==> src/include/frontEnd_cfg.svh <==
//------------------------------------------------------------
// Front end configuration
// Word-address width of the PC and the fetch reset vector
//------------------------------------------------------------
`ifndef FRONT_END_CFG_SVH
`define FRONT_END_CFG_SVH

// PC holds word addresses, byte address bits 31 down to 2
`define FE_AW 30

// First word address fetched out of reset
`define FE_RESET_PC 30'd0

`endif

==> src/hdl/isaPkg.sv <==
//------------------------------------------------------------
// Instruction set definitions
// Major opcodes, branch condition codes and the two views
// of the 32-bit instruction word
//------------------------------------------------------------
package isaPkg;

   // Major opcode, top six bits of every instruction
   typedef logic [5:0] opcodeT;

   // Unconditional branch, register and immediate form
   localparam opcodeT OP_BRU  = 6'o46;
   localparam opcodeT OP_BRUI = 6'o56;
   // Conditional branch, register and immediate form
   localparam opcodeT OP_BCC  = 6'o47;
   localparam opcodeT OP_BCCI = 6'o57;
   // Return from subroutine, always delayed
   localparam opcodeT OP_RTD  = 6'o55;
   // Immediate prefix, supplies upper half of next immediate
   localparam opcodeT OP_IMM  = 6'o54;

   // Branch condition, carried in rd[2:0] of BCC
   // Codes 6 and 7 are never taken
   typedef enum logic [2:0] {
      COND_EQ = 3'd0,
      COND_NE = 3'd1,
      COND_LT = 3'd2,
      COND_LE = 3'd3,
      COND_GT = 3'd4,
      COND_GE = 3'd5
   } condT;

   // Register form, opcode bit 3 clear
   typedef struct packed {
      opcodeT      opcode;
      logic [4:0]  rd;
      logic [4:0]  ra;
      logic [4:0]  rb;
      logic [10:0] func;
   } regFormT;

   // Immediate form, opcode bit 3 set
   typedef struct packed {
      opcodeT      opcode;
      logic [4:0]  rd;
      logic [4:0]  ra;
      logic [15:0] imm;
   } immFormT;

   // Same 32 bits, opcode/rd/ra line up in both views
   typedef union packed {
      regFormT regForm;
      immFormT immForm;
   } instWordU;

endpackage

==> src/hdl/pipePkg.sv <==
//------------------------------------------------------------
// Pipeline records
// Decoded instruction and branch flags passed from decode
// to the target adder and branch unit
//------------------------------------------------------------
`include "frontEnd_cfg.svh"

package pipePkg;
   import isaPkg::*;

   // Decoded instruction as seen by execute
   typedef struct packed {
      opcodeT            opcode;
      logic [4:0]        rd;
      logic [4:0]        ra;
      logic [4:0]        rb;
      logic [31:0]       imm;        // sign extended, or prefixed by IMM
      logic              useImm;     // operand B from imm
      logic              pcRelative; // operand A from pc
      logic [`FE_AW-1:0] pc;
   } decodedT;

   // Branch classification of the decoded instruction
   typedef struct packed {
      logic isBru;
      logic isBcc;
      logic isRtd;
      condT cond;
      logic delayed;
   } branchCtlT;

endpackage

==> src/hdl/branchUnit.sv <==
//------------------------------------------------------------
// Branch unit
// Resolves branch conditions, drives the next fetch address
// and carries the PC pipeline, link PC and skip flag
//------------------------------------------------------------
`timescale 1ns/1ns
`include "frontEnd_cfg.svh"

module branchUnit
   import isaPkg::*, pipePkg::*;
(
   input  logic              gclk,
   input  logic              grst,
   input  logic              en,
   input  logic              advance,
   input  branchCtlT         ctl,
   input  logic [31:0]       regA,
   input  logic [31:0]       result,
   output logic [31:0]       fetchAddr,
   output logic [`FE_AW-1:0] pcDecode,
   output logic [`FE_AW-1:0] pcOut,
   output logic [`FE_AW-1:0] pcLink,
   output logic              skip
);

   logic              isZero;
   logic              isNeg;
   logic              condMet;
   logic              taken;
   logic              takenQ;
   logic              skipNext;
   logic [`FE_AW-1:0] fetchQ;
   logic [`FE_AW-1:0] nextAddr;

   // Condition flags of register A
   assign isZero = (regA == 32'd0);
   assign isNeg  = regA[31];

   always_comb begin
      case (ctl.cond)
         COND_EQ: condMet = isZero;
         COND_NE: condMet = ~isZero;
         COND_LT: condMet = isNeg;
         COND_LE: condMet = isNeg | isZero;
         COND_GT: condMet = ~(isNeg | isZero);
         COND_GE: condMet = ~isNeg;
         // Codes 6 and 7
         default: condMet = 1'b0;
      endcase
   end

   // BRU and RTD always redirect
   assign taken = ctl.isBru | ctl.isRtd | (ctl.isBcc & condMet);

   // Cancel slot after an undelayed branch, and one more after any taken
   assign skipNext = (taken & ~ctl.delayed) | takenQ;

   // Redirect from the adder, else step by advance
   assign nextAddr = taken ? result[31:2]
                           : fetchQ + {{(`FE_AW-1){1'b0}}, advance};

   assign fetchAddr = {nextAddr, 2'b00};

   // fetchQ follows ROM latency, pcDecode lines up with decode
   always_ff @(posedge gclk) begin
      if (grst) begin
         fetchQ   <= `FE_RESET_PC;
         pcDecode <= `FE_RESET_PC;
         pcOut    <= `FE_RESET_PC;
         pcLink   <= `FE_RESET_PC;
         takenQ   <= 1'b0;
         skip     <= 1'b0;
      end else if (en) begin
         fetchQ   <= nextAddr;
         pcDecode <= fetchQ;
         pcOut    <= pcDecode;
         // Link is the PC one instruction behind
         pcLink   <= pcOut;
         takenQ   <= taken;
         skip     <= skipNext;
      end
   end

endmodule

==> src/hdl/frontEnd.sv <==
//------------------------------------------------------------
// Instruction front end top
// Decode, register read, target add and branch resolve
// around an external instruction ROM
//------------------------------------------------------------
`timescale 1ns/1ns
`include "frontEnd_cfg.svh"

module frontEnd
   import isaPkg::*, pipePkg::*;
(
   input  logic              gclk,
   input  logic              grst,
   input  logic              en,
   input  logic              advance,
   output logic [31:0]       fetchAddr,
   input  instWordU          instWord,
   input  logic              wrEn,
   input  logic [4:0]        wrAddr,
   input  logic [31:0]       wrData,
   output logic [`FE_AW-1:0] pcOut,
   output logic [`FE_AW-1:0] pcLink,
   output logic              skip
);

   decodedT           dec;
   branchCtlT         ctl;
   logic [31:0]       regA;
   logic [31:0]       regB;
   logic [31:0]       result;
   logic [`FE_AW-1:0] pcDecode;

   // Word from ROM, PC from the branch unit pipeline
   instDecode uDecode (
      .gclk     (gclk),
      .grst     (grst),
      .en       (en),
      .instWord (instWord),
      .pc       (pcDecode),
      .dec      (dec),
      .ctl      (ctl)
   );

   // Preloaded from outside through the write port
   regFile uRegs (
      .gclk    (gclk),
      .grst    (grst),
      .wrEn    (wrEn),
      .wrAddr  (wrAddr),
      .wrData  (wrData),
      .rdAddrA (dec.ra),
      .rdAddrB (dec.rb),
      .rdDataA (regA),
      .rdDataB (regB)
   );

   targetAdder uAdder (
      .dec    (dec),
      .regA   (regA),
      .regB   (regB),
      .result (result)
   );

   branchUnit uBranch (
      .gclk      (gclk),
      .grst      (grst),
      .en        (en),
      .advance   (advance),
      .ctl       (ctl),
      .regA      (regA),
      .result    (result),
      .fetchAddr (fetchAddr),
      .pcDecode  (pcDecode),
      .pcOut     (pcOut),
      .pcLink    (pcLink),
      .skip      (skip)
   );

endmodule

==> src/hdl/instDecode.sv <==
//------------------------------------------------------------
// Instruction decode
// Registers the fetched word and splits it into a decoded
// record and branch flags, handles the IMM prefix
//------------------------------------------------------------
`timescale 1ns/1ns
`include "frontEnd_cfg.svh"

module instDecode
   import isaPkg::*, pipePkg::*;
(
   input  logic              gclk,
   input  logic              grst,
   input  logic              en,
   input  instWordU          instWord,
   input  logic [`FE_AW-1:0] pc,
   output decodedT           dec,
   output branchCtlT         ctl
);

   instWordU    word;
   logic        immHiValid;
   logic [15:0] immHi;
   opcodeT      opc;
   logic [4:0]  rd;
   logic [4:0]  ra;
   logic        isBru;
   logic        isBcc;
   logic        isRtd;

   // Decode register, cleared word is not a branch
   always_ff @(posedge gclk) begin
      if (grst) begin
         word       <= '0;
         immHiValid <= 1'b0;
      end else if (en) begin
         word       <= instWord;
         immHiValid <= (word.immForm.opcode == OP_IMM);
      end
   end

   // Upper immediate half, only read when immHiValid
   always_ff @(posedge gclk) begin
      if (en) begin
         immHi <= word.immForm.imm;
      end
   end

   // Shared fields sit at the same bits in both views
   assign opc = word.regForm.opcode;
   assign rd  = word.regForm.rd;
   assign ra  = word.regForm.ra;

   assign isBru = (opc == OP_BRU) || (opc == OP_BRUI);
   assign isBcc = (opc == OP_BCC) || (opc == OP_BCCI);
   assign isRtd = (opc == OP_RTD);

   always_comb begin
      dec.opcode = opc;
      dec.rd     = rd;
      dec.ra     = ra;
      dec.pc     = pc;
      // Opcode bit 3 picks the immediate view
      if (opc[3]) begin
         dec.useImm = 1'b1;
         dec.rb     = 5'd0;
         if (immHiValid) begin
            dec.imm = {immHi, word.immForm.imm};
         end else begin
            dec.imm = {{16{word.immForm.imm[15]}}, word.immForm.imm};
         end
      end else begin
         dec.useImm = 1'b0;
         dec.rb     = word.regForm.rb;
         dec.imm    = 32'd0;
      end
      // BCC always PC relative, BRU absolute when ra[3] set
      dec.pcRelative = isBcc | (isBru & ~ra[3]);
   end

   // Delay bit sits in ra for BRU, rd for BCC
   always_comb begin
      ctl.isBru   = isBru;
      ctl.isBcc   = isBcc;
      ctl.isRtd   = isRtd;
      ctl.cond    = condT'(rd[2:0]);
      ctl.delayed = (isBru & ra[4]) | (isBcc & rd[4]) | isRtd;
   end

endmodule

==> src/hdl/regFile.sv <==
//------------------------------------------------------------
// Register file
// 32 x 32-bit, one synchronous write port and two
// asynchronous read ports, r0 always reads zero
//------------------------------------------------------------
`timescale 1ns/1ns

module regFile (
   input  logic        gclk,
   input  logic        grst,
   input  logic        wrEn,
   input  logic [4:0]  wrAddr,
   input  logic [31:0] wrData,
   input  logic [4:0]  rdAddrA,
   input  logic [4:0]  rdAddrB,
   output logic [31:0] rdDataA,
   output logic [31:0] rdDataB
);

   logic [31:0] regs [32];

   // Writes to r0 are dropped
   always_ff @(posedge gclk) begin
      if (grst) begin
         for (int i = 0; i < 32; i++) begin
            regs[i] <= '0;
         end
      end else if (wrEn && (wrAddr != 5'd0)) begin
         regs[wrAddr] <= wrData;
      end
   end

   // Read port A, branch condition and target base
   assign rdDataA = (rdAddrA == 5'd0) ? 32'd0 : regs[rdAddrA];

   // Read port B, target offset in register form
   assign rdDataB = (rdAddrB == 5'd0) ? 32'd0 : regs[rdAddrB];

endmodule

==> src/hdl/targetAdder.sv <==
//------------------------------------------------------------
// Branch target adder
// PC or register A plus immediate or register B
//------------------------------------------------------------
`timescale 1ns/1ns

module targetAdder
   import pipePkg::*;
(
   input  decodedT     dec,
   input  logic [31:0] regA,
   input  logic [31:0] regB,
   output logic [31:0] result
);

   logic [31:0] opA;
   logic [31:0] opB;

   // Operand A, byte address of the instruction for relative branches
   assign opA = dec.pcRelative ? {dec.pc, 2'b00} : regA;

   // Operand B
   assign opB = dec.useImm ? dec.imm : regB;

   // Only adder in the front end, result bits 1:0 dropped by fetch
   assign result = opA + opB;

endmodule

==> config.mk <==
export PLATFORM = sky130hd
export DESIGN_NAME = frontEnd
export DESIGN_NICKNAME = d
export VERILOG_FILES = /design/src/hdl/isaPkg.sv /design/src/hdl/pipePkg.sv /design/src/hdl/branchUnit.sv /design/src/hdl/frontEnd.sv /design/src/hdl/instDecode.sv /design/src/hdl/regFile.sv /design/src/hdl/targetAdder.sv
export VERILOG_INCLUDE_DIRS = /design/src /design/src/include
export SDC_FILE = /design/constraint.sdc
export NUM_CORES = 2
export LEC_CHECK = 0
export BUFFER_PORTS_ARGS = -buffer_cell sky130_fd_sc_hd__clkbuf_2
export CORE_ASPECT_RATIO = 2
export CORE_MARGIN = 2
export CORE_UTILIZATION = 28
export CTS_CLUSTER_DIAMETER = 150
export DETAILED_ROUTE_END_ITERATION = 6
export GPL_TIMING_DRIVEN = 1
export HOLD_SLACK_MARGIN = 0.02
export PLACE_DENSITY_LB_ADDON = 0.3
export RECOVER_POWER = 100
export SETUP_SLACK_MARGIN = 0.15
export SLEW_MARGIN = 15
export SYNTH_ARGS = -nofsm -noshare
export SYNTH_HDL_FRONTEND = slang
export SYNTH_HIERARCHICAL = 1
export SYNTH_SLANG_ARGS = --single-unit
==> constraint.sdc <==
create_clock -name gclk -period 4.7 [get_ports gclk]
set_input_delay 0 -clock gclk [delete_from_list [all_inputs] [get_ports gclk]]
set_output_delay 0 -clock gclk [all_outputs]
set_load 0.01 [all_outputs]
==> summary.txt <==
Die
  • Initial Utilization: 28.09%
  • # rows: 251
  • Die area: 0.2379 mm^2
  • Die Span X: 345.9 um
  • Ports: 167
  • CORE AREA: 0.2330 mm^2
  • Chip height: 687.8 um

Timing
  • Hold Vio Cnt, Final: 0
  • Worst clock skew: 0.06201 ns
  • Worst Max-Slew Pin Slew: 3.860 ns
  • Maximum clock rate: 171.6 MHz
  • Slew HR: -157.3%
  • PnR worst setup slack: -1.127 ns
  • Unrepaired setup endpoints after global routing: true
  • Hold_ws: 0.05200 ns
  • Final period utilization: 124.0%
  • Crit path time final: 5.827 ns
  • Max-slew violations: 89
  • Final setup viols: 1245

Clocking
  • Bufs on Longest Clock Path: 3
  • Clock transition at path regs: 0.06 ns
  • CTS Root Cell: clkbuf_16
  • Clock tree from TritonCTS: yes
  • CTS Buf Count: 121
  • Clock latency on the worst-skew pair: 0.81 ns
  • Clk sinks: 1194
  • H-tree depth: 3

Critical path
  • Critical Path Sink: fetchAddr[16]
  • Endpoint class of the critical path: output pin
  • Reg2reg start: uDecode/word[17]
  • R2R Setup Slk: -0.99 ns
  • Setup crit start kind: register
  • Cells on worst reg2reg path: 28
  • Max incr delay on CP: 0.50 ns
  • CP required: 4.70 ns
  • Setup Crit Path Kind: register to output pin
  • Crit path depth: 25
  • Worst EP arrival: 5.83 ns
  • Crit path max-delay family: compound AO/OA/AOI/OAI gates
  • CP max FO: 6
  • Worst Path Buf+Inv: 8
  • R2r endpoint: uBranch/fetchQ[27]
  • Critical-path top delay cell: mux4_2
  • Crit path from: uDecode/word[29]

Pwr
  • Final Power: 0.02868 W
  • Leak: 28.52 nW
  • Pwr dens: 347.5 mW/mm^2
  • Worst vdd ir: 0.3218 mV

Drt
  • DRT iter0 DRCs: 5243
  • DRT Pass-1 Iters: 5
  • Vias: 46820
  • Via density: 5.450
  • Total Routed Length: 259600 um
  • Antenna viol nets, final: 0
  • DRC violations left: 0
  • Wire length per cell: 30.22 um

Global routing
  • Overflow left after global routing: 0
  • First-pass GRT wire length: 363600 um
  • Met3 usage: 3.699%
  • Largest net degree at the start of global routing: 96
  • Met1 usage in global routing: 27.42%
  • Gr usage total: 21.34%
  • Vias in the first global route: 47810
  • Met2 Use GR: 34.70%
  • GR peak layer: met2
  • Initial antenna violation count: 19

Synth
  • Yosys warning count: 6
  • Post-Syn Instances: 4797
  • Mapped Area: 0.06545 mm^2
  • Synthesized area per cell: 13.64 um^2

Placed design
  • Routability cong.: 0.8861
  • HPWL after DPL: 172600 um
  • IO buf count: 163

Run status
  • Failing checks: max-capacitance violations, max-slew violations, negative setup slack
  • Status: finished with violations

Final layout
  • Final net count: 5542
  • Fraction of layout cells with a size suffix above 1: 35.11%
  • Area Overhead vs Synth: 26.10%

Hold path
  • Worst Hold Class: input port to register

Run
  • Max-capacitance violation count: 2
-- cell usage in the layout, fill, tap and decap left out, drive strengths merged, types with 56 or more instances in the layout --
cell,count
a2111oi,56
and2,1013
buf,719
clkbuf,328
dfxtp,154
dlygate4sd3,114
edfxtp,1040
mux2,96
mux2i,278
mux4,472
nand2,116
nor2,200
nor3,62
o21ai,63
o22ai,106
-- per-stage QoR --
step                      utilization [%]  area [um^2]  worst slack (ns)  TNS [ns]  cells
final                               35.42        82540            -1.127   -236.30   8590
after global routing                35.41        82510            -1.250   -255.17   8578
after CTS                           35.15        81910            -1.135    -32.89   8546
after detailed placement            31.36        73080            -1.372    -45.17   8097
after global placement              31.36        73080            -1.406    -44.02   8097
after floorplan                         -        65670            0.1477         0   4829
-- sequential cells by signal, summed over array words and instances (netlist names) --
signal,count
uBranch/pcLink,30
uBranch/takenQ,1
uDecode/word,31
uDecode/immHi,16
uBranch/skip,1
uBranch/pcOut,30
uRegs/regs,1024
uDecode/immHiValid,1
uBranch/fetchQ,30
uBranch/pcDecode,30
-- cell type report --
cell class	count	area (um^2)
timing repair buffer	1013	9276
antenna	14	35.03
clock inverter	76	923.4
inverter	17	63.81
multi-input combinational	3087	30870
clock buffer	153	3239
tap	3036	3799
sequential	1194	34330
fill	22340	150500
-- routing by layer --
layer  wire length [um]  part of all wire, %
met4              15660                  6.0
met2             120800                   47
met5                 52                0.020
met1             101300                   39
met3              21740                  8.4
-- power by group --
group	leakage [nW]	internal (W)	switching, W	total [W]
Combinational	15.4	0.00284	0.00319	0.00603
Clock	2.01	0.00578	0.00449	0.0103
Sequential	11.2	0.0121	0.000331	0.0124
Total	28.5	0.0207	0.00801	0.0287
-- how the worst min path moves through the flow --
stage               slack (ns)    startpoint                  to  cells after the start
global placement          0.24  instWord[31]    uDecode/word[31]                      3
global route              0.08    wrData[12]  uRegs/regs[19][12]                      2
finish                    0.05     wrData[9]   uRegs/regs[28][9]                      2
floorplan                 0.11            en    uDecode/immHi[0]                      0
detailed placement        0.24  instWord[19]    uDecode/word[19]                      3
CTS                       0.02    wrData[11]  uRegs/regs[22][11]                      2
-- timing repair --
| item | CTS | global route |
|---|---|---|
| pin swaps | 91 | 79 |
| buffers inserted | 92 | 30 |
| hold buffers | 114 | 0 |
| gates cloned | 14 | 0 |
| setup endpoints to repair | 61 | 60 |
| resized for setup | 476 | 131 |
| hold endpoints to repair | 369 | 0 |
No activity file was read; power rests on OpenSTA's default activity.
